`config.mk`:
```
export PLATFORM = sky130hd
export DESIGN_NAME = accel_ctrl_top
export DESIGN_NICKNAME = d
export VERILOG_FILES = /design/src/cfg_word_pkg.sv /design/src/ccu_ctrl_pkg.sv /design/src/sync_fifo.sv /design/src/ccu.sv /design/src/peb_bank.sv /design/src/accel_ctrl_top.sv
export SDC_FILE = /design/constraint.sdc
export NUM_CORES = 1
export LEC_CHECK = 0
export BUFFER_PORTS_ARGS = -buffer_cell sky130_fd_sc_hd__buf_4
export CORE_MARGIN = 1.5
export CORE_UTILIZATION = 50
export CTS_CLUSTER_SIZE = 20
export DETAILED_ROUTE_END_ITERATION = 7
export HOLD_SLACK_MARGIN = 0.08
export PLACE_DENSITY = 0.8
export SLEW_MARGIN = 20
export SYNTH_ARGS = -nofsm -noshare
export SYNTH_HDL_FRONTEND = slang
export SYNTH_HIERARCHICAL = 1
export SYNTH_SLANG_ARGS = --single-unit
```
`constraint.sdc`:
```
create_clock -name clk -period 2.6 [get_ports clk]
set_input_delay 0.26 -clock clk [delete_from_list [all_inputs] [get_ports clk]]
set_output_delay 0.26 -clock clk [all_outputs]
set_load 0.02 [all_outputs]
```
`src/cfg_word_pkg.sv`:
```
package cfg_word_pkg;

    // ====================
    // Configuration word layout
    // ====================

    // Full word width
    localparam int CFG_WIDTH     = 16;
    // Opcode lives in the top bits
    localparam int CFG_OP_WIDTH  = 4;
    // Operand lives in the low bits
    localparam int CFG_ARG_WIDTH = 12;

    // Opcodes understood by the CCU decoder
    // Codes not listed here are treated like OP_NOP
    typedef enum logic [CFG_OP_WIDTH-1:0] {
        OP_NOP      = 4'h0,
        // Operand becomes the compute length
        OP_SET_LEN  = 4'h1,
        // Low bits of operand become the block enable mask
        OP_SET_MASK = 4'h2
    } cfg_op_e;

endpackage

```
`src/ccu_ctrl_pkg.sv`:
```
package ccu_ctrl_pkg;

    // ====================
    // CCU control definitions
    // ====================

    // Layer run states
    typedef enum logic [2:0] {
        IDLE    = 3'b000,
        // Collect config words into the command FIFO
        CFG     = 3'b001,
        // Start the PEBs and wait for them
        COMP    = 3'b010,
        // Request to global buffer, waiting for ready
        WAITGBF = 3'b100,
        // Pop and apply the config words
        DECODE  = 3'b101
    } ccu_state_e;

    // Fixed cycles that COMP spends beyond the PEB busy time
    // One start cycle plus one cycle to see busy low
    localparam logic [15:0] COMP_OVERHEAD = 16'd2;

endpackage

```
`src/sync_fifo.sv`:
```
`timescale 1ns/1ps

module sync_fifo #(
    parameter int DATA_WIDTH = 16,
    parameter int ADDR_WIDTH = 2
) (
    input  logic                  clk,
    input  logic                  rst_n,
    input  logic                  push,
    input  logic                  pop,
    input  logic [DATA_WIDTH-1:0] data_in,
    output logic [DATA_WIDTH-1:0] data_out,
    output logic                  full,
    output logic                  empty
);

    localparam int DEPTH = 2 ** ADDR_WIDTH;

    // Word storage
    logic [DATA_WIDTH-1:0] mem [DEPTH];

    // Pointers carry one wrap bit above the address
    logic [ADDR_WIDTH:0] wr_ptr;
    logic [ADDR_WIDTH:0] rd_ptr;

    // Qualified requests
    logic do_push;
    logic do_pop;

    // Same address with a different wrap bit means full
    assign full  = (wr_ptr[ADDR_WIDTH] != rd_ptr[ADDR_WIDTH]) &&
                   (wr_ptr[ADDR_WIDTH-1:0] == rd_ptr[ADDR_WIDTH-1:0]);
    // Pointers equal means empty
    assign empty = (wr_ptr == rd_ptr);

    // Push when full and pop when empty are dropped
    assign do_push = push && !full;
    assign do_pop  = pop && !empty;

    // Head word visible without a pop
    assign data_out = mem[rd_ptr[ADDR_WIDTH-1:0]];

    // Write side
    always_ff @(posedge clk) begin
        if (do_push) begin
            mem[wr_ptr[ADDR_WIDTH-1:0]] <= data_in;
        end
    end

    // Pointer update
    always_ff @(posedge clk or negedge rst_n) begin
        if (!rst_n) begin
            wr_ptr <= '0;
            rd_ptr <= '0;
        end else begin
            if (do_push) begin
                wr_ptr <= wr_ptr + (ADDR_WIDTH+1)'(1);
            end
            if (do_pop) begin
                rd_ptr <= rd_ptr + (ADDR_WIDTH+1)'(1);
            end
        end
    end

endmodule

```
`src/ccu.sv`:
```
`timescale 1ns/1ps

module ccu
    import cfg_word_pkg::*;
    import ccu_ctrl_pkg::*;
#(
    parameter int NUM_PEB         = 4,
    parameter int FIFO_ADDR_WIDTH = 2
) (
    input  logic                     clk,
    input  logic                     rst_n,
    input  logic                     start,
    input  logic                     cfg_push,
    input  logic [CFG_WIDTH-1:0]     cfg_data,
    input  logic                     gb_rdy,
    input  logic [NUM_PEB-1:0]       peb_busy,
    output logic                     cfg_rdy,
    output logic                     gb_cfg_val,
    output logic                     busy,
    output logic                     done,
    output logic [15:0]              comp_cycles,
    output logic                     peb_start,
    output logic [CFG_ARG_WIDTH-1:0] peb_len,
    output logic [NUM_PEB-1:0]       peb_en
);

    // ====================
    // Declarations
    // ====================

    ccu_state_e state;
    ccu_state_e next_state;

    // Command FIFO side
    logic                 fifo_push;
    logic                 fifo_pop;
    logic [CFG_WIDTH-1:0] fifo_out;
    logic                 fifo_full;
    logic                 fifo_empty;

    // Head word fields
    cfg_op_e              cfg_op;
    logic [CFG_ARG_WIDTH-1:0] cfg_arg;

    // Words popped so far in DECODE
    logic [FIFO_ADDR_WIDTH-1:0] dec_cnt;
    logic                       dec_last;

    // Layer settings from the config words
    logic [CFG_ARG_WIDTH-1:0] len_q;
    logic [NUM_PEB-1:0]       mask_q;

    // COMP bookkeeping
    logic [15:0] comp_cnt;
    logic        started;
    logic        all_finish;

    // ====================
    // FSM
    // ====================

    always_comb begin
        next_state = state;
        case (state)
            IDLE: begin
                // One layer per start
                if (start) begin
                    next_state = CFG;
                end
            end
            CFG: begin
                if (fifo_full) begin
                    next_state = WAITGBF;
                end
            end
            WAITGBF: begin
                // Hold the request until the buffer answers
                if (gb_rdy) begin
                    next_state = DECODE;
                end
            end
            DECODE: begin
                if (dec_last || fifo_empty) begin
                    next_state = COMP;
                end
            end
            COMP: begin
                if (all_finish) begin
                    next_state = IDLE;
                end
            end
            default: next_state = IDLE;
        endcase
    end

    always_ff @(posedge clk or negedge rst_n) begin
        if (!rst_n) begin
            state <= IDLE;
        end else begin
            state <= next_state;
        end
    end

    // Status levels straight from the state
    assign cfg_rdy    = (state == CFG);
    assign gb_cfg_val = (state == WAITGBF);
    assign busy       = (state != IDLE);

    // ====================
    // Command FIFO
    // ====================

    // Only words offered during CFG are kept
    assign fifo_push = cfg_push && cfg_rdy;
    // One word per DECODE cycle
    assign fifo_pop  = (state == DECODE) && !fifo_empty;

    sync_fifo #(
        .DATA_WIDTH(CFG_WIDTH),
        .ADDR_WIDTH(FIFO_ADDR_WIDTH)
    ) u_fifo_cmd (
        .clk     (clk),
        .rst_n   (rst_n),
        .push    (fifo_push),
        .pop     (fifo_pop),
        .data_in (cfg_data),
        .data_out(fifo_out),
        .full    (fifo_full),
        .empty   (fifo_empty)
    );

    // ====================
    // Decoder
    // ====================

    assign cfg_op  = cfg_op_e'(fifo_out[CFG_WIDTH-1 -: CFG_OP_WIDTH]);
    assign cfg_arg = fifo_out[CFG_ARG_WIDTH-1:0];

    // Last pop of a full FIFO
    assign dec_last = fifo_pop && (&dec_cnt);

    always_ff @(posedge clk or negedge rst_n) begin
        if (!rst_n) begin
            dec_cnt <= '0;
        end else if (fifo_pop) begin
            dec_cnt <= dec_cnt + FIFO_ADDR_WIDTH'(1);
        end else if (state != DECODE) begin
            dec_cnt <= '0;
        end
    end

    // Later words override earlier ones
    always_ff @(posedge clk or negedge rst_n) begin
        if (!rst_n) begin
            len_q  <= '0;
            mask_q <= '0;
        end else if ((state == IDLE) && start) begin
            // Fresh settings for every layer
            len_q  <= '0;
            mask_q <= '0;
        end else if (fifo_pop) begin
            case (cfg_op)
                OP_SET_LEN:  len_q  <= cfg_arg;
                OP_SET_MASK: mask_q <= cfg_arg[NUM_PEB-1:0];
                // NOP and unknown codes fall through
                default: ;
            endcase
        end
    end

    // ====================
    // Compute phase
    // ====================

    // Start pulse in the first COMP cycle only
    assign peb_start = (state == COMP) && !started;
    assign peb_len   = len_q;
    assign peb_en    = mask_q;

    // Busy must be sampled low after the start, never before
    assign all_finish = started && !(|peb_busy) &&
                        (comp_cnt >= COMP_OVERHEAD - 16'd1);

    always_ff @(posedge clk or negedge rst_n) begin
        if (!rst_n) begin
            started  <= 1'b0;
            comp_cnt <= '0;
        end else if (state == COMP) begin
            started  <= 1'b1;
            comp_cnt <= comp_cnt + 16'd1;
        end else begin
            started  <= 1'b0;
            comp_cnt <= '0;
        end
    end

    // Result latched with the done pulse, held until the next run ends
    always_ff @(posedge clk or negedge rst_n) begin
        if (!rst_n) begin
            done        <= 1'b0;
            comp_cycles <= '0;
        end else begin
            done <= (state == COMP) && all_finish;
            if ((state == COMP) && all_finish) begin
                // Count includes the current cycle
                comp_cycles <= comp_cnt + 16'd1;
            end
        end
    end

endmodule

```
`src/peb_bank.sv`:
```
`timescale 1ns/1ps

module peb_bank
    import cfg_word_pkg::*;
#(
    parameter int NUM_PEB = 4
) (
    input  logic                     clk,
    input  logic                     rst_n,
    input  logic                     peb_start,
    input  logic [CFG_ARG_WIDTH-1:0] peb_len,
    input  logic [NUM_PEB-1:0]       peb_en,
    output logic [NUM_PEB-1:0]       peb_busy
);

    // Length loaded into each block, at least one cycle
    logic [CFG_ARG_WIDTH-1:0] load_len;

    assign load_len = (peb_len == '0) ? CFG_ARG_WIDTH'(1) : peb_len;

    // ====================
    // Block models
    // ====================

    genvar i;
    generate
        for (i = 0; i < NUM_PEB; i++) begin : g_peb
            // Remaining compute cycles of this block
            logic [CFG_ARG_WIDTH-1:0] cnt;

            always_ff @(posedge clk or negedge rst_n) begin
                if (!rst_n) begin
                    cnt <= '0;
                end else if (peb_start && peb_en[i]) begin
                    cnt <= load_len;
                end else if (cnt != '0) begin
                    cnt <= cnt - CFG_ARG_WIDTH'(1);
                end
            end

            // Busy from the cycle after start until the count runs out
            assign peb_busy[i] = (cnt != '0);
        end
    endgenerate

endmodule

```
`src/accel_ctrl_top.sv`:
```
`timescale 1ns/1ps

module accel_ctrl_top
    import cfg_word_pkg::*;
#(
    parameter int NUM_PEB         = 4,
    parameter int FIFO_ADDR_WIDTH = 2
) (
    input  logic                 clk,
    input  logic                 rst_n,
    input  logic                 start,
    input  logic                 cfg_push,
    input  logic [CFG_WIDTH-1:0] cfg_data,
    input  logic                 gb_rdy,
    output logic                 cfg_rdy,
    output logic                 gb_cfg_val,
    output logic                 busy,
    output logic                 done,
    output logic [15:0]          comp_cycles,
    output logic [NUM_PEB-1:0]   peb_busy
);

    // CCU to PEB bank
    logic                     peb_start;
    logic [CFG_ARG_WIDTH-1:0] peb_len;
    logic [NUM_PEB-1:0]       peb_en;

    // Central control
    ccu #(
        .NUM_PEB        (NUM_PEB),
        .FIFO_ADDR_WIDTH(FIFO_ADDR_WIDTH)
    ) u_ccu (
        .clk        (clk),
        .rst_n      (rst_n),
        .start      (start),
        .cfg_push   (cfg_push),
        .cfg_data   (cfg_data),
        .gb_rdy     (gb_rdy),
        .peb_busy   (peb_busy),
        .cfg_rdy    (cfg_rdy),
        .gb_cfg_val (gb_cfg_val),
        .busy       (busy),
        .done       (done),
        .comp_cycles(comp_cycles),
        .peb_start  (peb_start),
        .peb_len    (peb_len),
        .peb_en     (peb_en)
    );

    // Processing element blocks
    peb_bank #(
        .NUM_PEB(NUM_PEB)
    ) u_peb_bank (
        .clk      (clk),
        .rst_n    (rst_n),
        .peb_start(peb_start),
        .peb_len  (peb_len),
        .peb_en   (peb_en),
        .peb_busy (peb_busy)
    );

endmodule

```
======== Word-level counts from Yosys, hierarchy flattened ========
Memory sizes are Yosys's and may differ from the RTL's.
Cells that the tools add are included.
word-level totals
  register bits after elaboration ......... 109
  memory bits (writable) .................. 64
  input bits .............................. 21
  memories ................................ 1
cells by class
  add/subtract/negate cells ............... 8
  magnitude comparators ................... 1
  equality and inequality tests ........... 15
  mux-type cells .......................... 27
  reduce and logical (&&, ||, !) cells .... 40
memory list
  name                  words  width  rd ports  clocked after memory_dff  write ports  RTL line         source
  u_ccu.u_fifo_cmd.mem  4      16     1         0                         1            sync_fifo.sv:20  logic [DATA_WIDTH-1:0] mem [DEPTH];
operators by type and width
  kind                   count
  $mux 12                12
  $reduce_bool 12->1     4
  $sub 12x1->12 const B  4
  $add 16x1->16 const B  1
  $ge 16x1->1 const B    1
  $mux 16                1
  $reduce_bool 2->1      8
  $logic_and 1x1->1      15
  $mux 3                 5
  $pmux 3 s5             1
  $logic_not 12->1       1
  $mux 4                 3
  $add 3x1->3 const B    2
  $eq 3x3->1 const B     2
  $ne 2x2->1 const B     3
  $reduce_and 2->1       3
  $reduce_and 5->1       1
  $eq 4x1->1 const B     1
  $eq 4x2->1 const B     1
  $logic_not 1->1        4
  $mux 2                 2
  $ne 2x1->1 const B     2
  $reduce_or 4->1        1
  $eq 3x1->1 const B     1
  10 further kinds       12

======== Logic depth before layout (Yosys ltp) ========
  depth in word-level cells ............... 7
  gate-level depth with buffers ........... 13
  gate-level depth less buffers ........... 10

======== Cells and area by module ========
The synthesis kept the hierarchy.
modules (own cells, without submodules)
  module     times used  cells each  area each (um^2)
  peb_bank   1           328         2,892.8
  sync_fifo  1           132         2,829.0
  ccu        1           243         2,548.7

======== Least setup slack after synthesis ========
OpenSTA, ideal clock, no wires.
  kind .................................... reg2reg
  from .................................... register u_peb_bank.g_peb[1].cnt[0]
  to ...................................... register u_ccu.comp_cycles[6]
  arrival time ............................ 2.541 ns
  setup slack ............................. -0.068 ns
  stages on the path, launching flop included .. 14
  path buffers ............................ 3
  clock period less this slack ............ 2.668 ns
  cell sequence ........................... dfrtp_1 > inv_1 > ha_1 > nor4b_1 > nand2_1 > nor2_1 > inv_1 > nor4_1 > and2_1 > buf_2 > and3_1 > buf_6 > buf_6 > a21oi_2
between the ends
  word-level cells in the longest chain between the ends .. 6
ends and longest elaborated chain
  item                            RTL line              source
  start, declared                 peb_bank.sv:29        logic [CFG_ARG_WIDTH-1:0] cnt;
  start signal, assigned          peb_bank.sv:35        cnt <= load_len;
  start signal, assigned          peb_bank.sv:37        cnt <= cnt - CFG_ARG_WIDTH'(1);
  $reduce_bool 12->1              peb_bank.sv:42        assign peb_busy[i] = (cnt != '0);
  via peb_busy[1]                 accel_ctrl_top.sv:20  output logic [NUM_PEB-1:0] peb_busy
  $reduce_or 4->1                 ccu.sv:181            assign all_finish = started && !(|peb_busy) &&
  $logic_not 1->1                 ccu.sv:181
  $logic_and 1x1->1 (2 in a row)  ccu.sv:181
  $logic_and 1x1->1               ccu.sv:204            if ((state == COMP) && all_finish) begin
  end signal, assigned            ccu.sv:206            comp_cycles <= comp_cnt + 16'd1;
  end, declared                   ccu.sv:21             output logic [15:0] comp_cycles,
The timed path passes the listed nets, and every way through them passes these cells.
A chain may end at the register's enable or synchronous reset.

======== Worst setup path in the final report ========
  from .................................... register u_peb_bank.g_peb[1].cnt[6]
  to ...................................... register u_ccu.comp_cycles[4]
between the ends
  word-level cells in the longest chain between the ends .. 6
ends and longest elaborated chain
  item                            RTL line
  $reduce_bool 12->1              peb_bank.sv:42
  $reduce_or 4->1                 ccu.sv:181
  $logic_not 1->1                 ccu.sv:181
  $logic_and 1x1->1 (2 in a row)  ccu.sv:181
  $logic_and 1x1->1               ccu.sv:204
No other way between the ends.

==> results by group <==
Die
  • Row count: 46
  • Die Y: 132 µm
  • Core area: 16000 µm²
  • Die Area: 17300 µm²
  • Die W: 132 µm
  • Initial Util: 51.7%
  • I/O pins: 45

Logic synthesis
  • Mux cell area share after synthesis: 7.22%
  • Top-count cell post-synth: dfrtp_1
  • Synth Area in Compound Gates: 9.62%
  • Area contributors post-synth: dfrtp_1, edfxtp_1, mux4_2
  • Synth cell count leaders: dfrtp_1, nor2_1, edfxtp_1
  • Seq cells post-synth: 173
  • Mapped Nets: 741
  • Adder-cell share of the synthesized area: 2.57%
  • Synth Cell Area: 8270 µm²
  • Post-synthesis sequential area ratio: 56.2%
  • Syn Inst Count: 703
  • Distinct cells, synth: 63
  • EDFF count, synth: 64
  • Syn. warnings: 6
  • Top_reg_cell synth: dfrtp_1
  • Syn avg cell area: 11.8 µm²
  • Post-synthesis xor/xnor area fraction: 4.83%
  • Largest family of logic cells by synthesized area: simple AND/OR/NAND/NOR gates
  • Async SR Flop Fraction: 63.0%
  • Area leader, netlist: dfrtp_1
  • Simple-gate share of the synthesized area: 16.5%
  • Post-synth top area share: 33.0%

Pwr
  • Seq pwr share: 43.5%
  • Worst ir drop on vdd: 787 µV
  • Sw Share: 36.0%
  • Internal: 6340 µW
  • Comb power frac: 31.9%
  • Lkg Pwr: 0.00406 µW
  • Clock power share: 24.6%
  • Pwr dens: 1010 nW/µm²
  • Net Sw Power: 3570 µW

Clocking
  • Post-CTS Setup Inserts: 0
  • H-tree levels: 4
  • Worst-Skew Late Latency: 0.43 ns
  • Root buf cell: clkbuf_16
  • Clock Tree Buf Depth: 2
  • Inserted Clock Buffers: 17
  • CTS tree: built
  • Clock transition at path regs: 0.07 ns
  • Clock Sinks: 173

Global routing
  • Vias in the first global route: 5942
  • Gr usage total: 21.6%
  • Largest net degree at the start of global routing: 47
  • Initial antenna violation count: 0
  • First-pass GRT wire length: 29700 µm
  • GRT overflow: 0

Worst hold path
  • Hold EP: u_ccu/state[0]
  • Hold WC Path Type: in -> reg
  • Hold wc startpoint: gb_rdy
  • Worst Hold Depth: 5

Layout
  • Final Util: 61.3%
  • Area growth, synth to finish: 18.6%
  • Multi-input gate area: 3400 µm²
  • Final nets: 832
  • Diodes inserted: 0
  • Sequential cell area: 4650 µm²
  • Fill cell count: 1225
  • Share of cells above drive strength 1: 21.8%

Timing
  • Skew final: 0.00642 ns
  • Final hold vios: 0
  • Post-route clock period utilization: 93.3%
  • Fin Setup TNS: 0 ns
  • Worst slew margin: 42.8%
  • Fmax: 412 MHz
  • RSZ-0062 raised after global routing: false
  • Slew Viols, Final: 0
  • Final worst path period need: 2.43 ns
  • Slew @ Worst Pin: 0.858 ns
  • Setup Viol. Count Final: 0

Route
  • DRT Pass-1 Iters: 5
  • Vias: 5926
  • Drt drc: 0
  • Post-DR vias/cell: 5.79
  • Routed WL: 17700 µm
  • Post-DRT Antenna Nets: 0
  • Initial DRC Count: 459
  • DR WL/cell: 17.3 µm

Critical path
  • CP Data Required Time: 2.90 ns
  • Critical path's slowest cell: or4_1
  • Crit-path max FO: 15
  • R2r endpoint: u_ccu/comp_cycles[4]
  • WS Path Type: reg -> reg
  • Critical path buffer and inverter count: 3
  • Max stage delay on crit path: 0.58 ns
  • R2R setup slack: 0.17 ns
  • CP Capture Type: flip-flop
  • Crit-path leading delay family: simple AND/OR/NAND/NOR gates
  • R2r startpoint: u_peb_bank/g_peb[1].cnt[6]
  • Reg2Reg Depth: 9
  • CP startpoint kind: flip-flop
  • Worst setup path startpoint: u_peb_bank/g_peb[1].cnt[6]
  • Cells along the critical path: or4_1 > nor2_2 > inv_1 > nor4_2 > buf_4 > and2_2 > and3_4 > buf_12 > a21oi_1
  • CP arrival: 2.72 ns

Place
  • IO Port Bufs: 44
  • DP HPWL: 11600 µm
  • GPL Wtd Cong: 0.836

Run
  • Max Cap Viol: 0

Run status
  • Outcome: complete, no violations
## layer usage
layer / wire length (µm) / GRT usage [%] / part of all wire (%)
met4: 526 / 9.14 / 3.0
met1: 7700 / 28.7 / 43
met2: 8610 / 34.9 / 49
met3: 892 / 4.01 / 5.0
met5: 0 / 0 / 0
## timing repair
item | in CTS | in global routing
hold buffers | 17 | 0
hold endpoints to repair | 105 | 0
resized for setup | 0 | 6
setup endpoints to repair | 0 | 17
## state kept, by name, summed over array words and instances (netlist names)
signal	count
u_ccu/u_fifo_cmd/rd_ptr	3
u_ccu/u_fifo_cmd/mem	64
u_peb_bank/g_peb.cnt	48
u_ccu/dec_cnt	2
u_ccu/comp_cycles	16
u_ccu/comp_cnt	16
u_ccu/state	3
u_ccu/done	1
u_ccu/peb_en	4
u_ccu/peb_len	12
u_ccu/started	1
u_ccu/u_fifo_cmd/wr_ptr	3
## cell type report
type,count,share of cell area [%]
clock inverters,14,1.42
multi-input cells,473,34.7
well taps,216,2.76
clock buffers,18,4.38
flip-flops and latches,173,47.4
repair buffers,98,8.19
inverters,31,1.19
## worst register-to-register path: cells and delay by family, from the launching register on
family / cells / cell delay [ns]
buf+inv: 3 / 0.38
compound gates: 1 / 0.09
flops: 1 / 0.40
simple gates: 5 / 1.42
## power groups by stage
stage               Clock, µW  Sequential (µW)  Combinational (µW)
floorplan                   0             4070                2330
global placement            0             4290                3010
detailed placement          0             4320                3090
CTS                      2470             4280                3130
global route             2600             4390                3500
finish                   2430             4310                3160
## cells by family (layout without fill, tap and decap cells)
| group | Yosys count | after routing |
|---|---|---|
| and+or+nand+nor | 252 | 252 |
| DFF | 173 | 173 |
| AOI/OAI and AO/OA | 122 | 122 |
| buffers and inverters | 57 | 161 |
| xor gates and xnor gates | 43 | 43 |
| muxes | 39 | 39 |
| adders and majority gates | 17 | 17 |
## how the worst max path moves through the flow
stage / cells after the start / to / slack, ns
after floorplan: 9 / u_ccu/comp_cycles[6] / 0.02
after global placement: 12 / u_ccu/comp_cycles[4] / 0.18
after detailed placement: 12 / u_ccu/comp_cycles[4] / 0.04
after CTS: 12 / u_ccu/comp_cycles[4] / 0.02
after global routing: 12 / u_ccu/comp_cycles[4] / 0.001
final: 9 / u_ccu/comp_cycles[4] / 0.17
## cells in the final DEF (no fill, tap or decap), types with 6 or more instances in the layout
cell type and n:
o21ai_0 25, nand2b_1 7, nand2_1 49, xnor2_1 26
o31ai_1 9, nor3_1 18, xor2_1 14, nor4_1 11
inv_1 30, edfxtp_1 64, a31oi_1 26, mux2i_1 18
dlygate4sd3_1 17, buf_4 79, a21oi_2 9, ha_1 17
mux4_2 16, nand3_1 27, nand3b_1 6, dfrtp_1 109
nand4_1 11, and3_1 6, and2_1 6, nor2_1 67
clkbuf_16 17, a21oi_1 32
## metrics by stage
step | cell area, µm² | total power [µW] | setup WS (ns) | hold slack (ns) | instances
after detailed placement | 9040 | 7420 | 0.0440 | 0.286 | 974
after global placement | 9040 | 7300 | 0.176 | 0.286 | 974
after floorplan | 8280 | 6400 | 0.0196 | -0.0356 | 703
after CTS | 9780 | 9890 | 0.0222 | 0.193 | 1023
final | 9810 | 9910 | 0.174 | 0.204 | 1023
after global routing | 9810 | 10500 | 0.00118 | 0.252 | 1023
(Power assumes the default switching activity.)
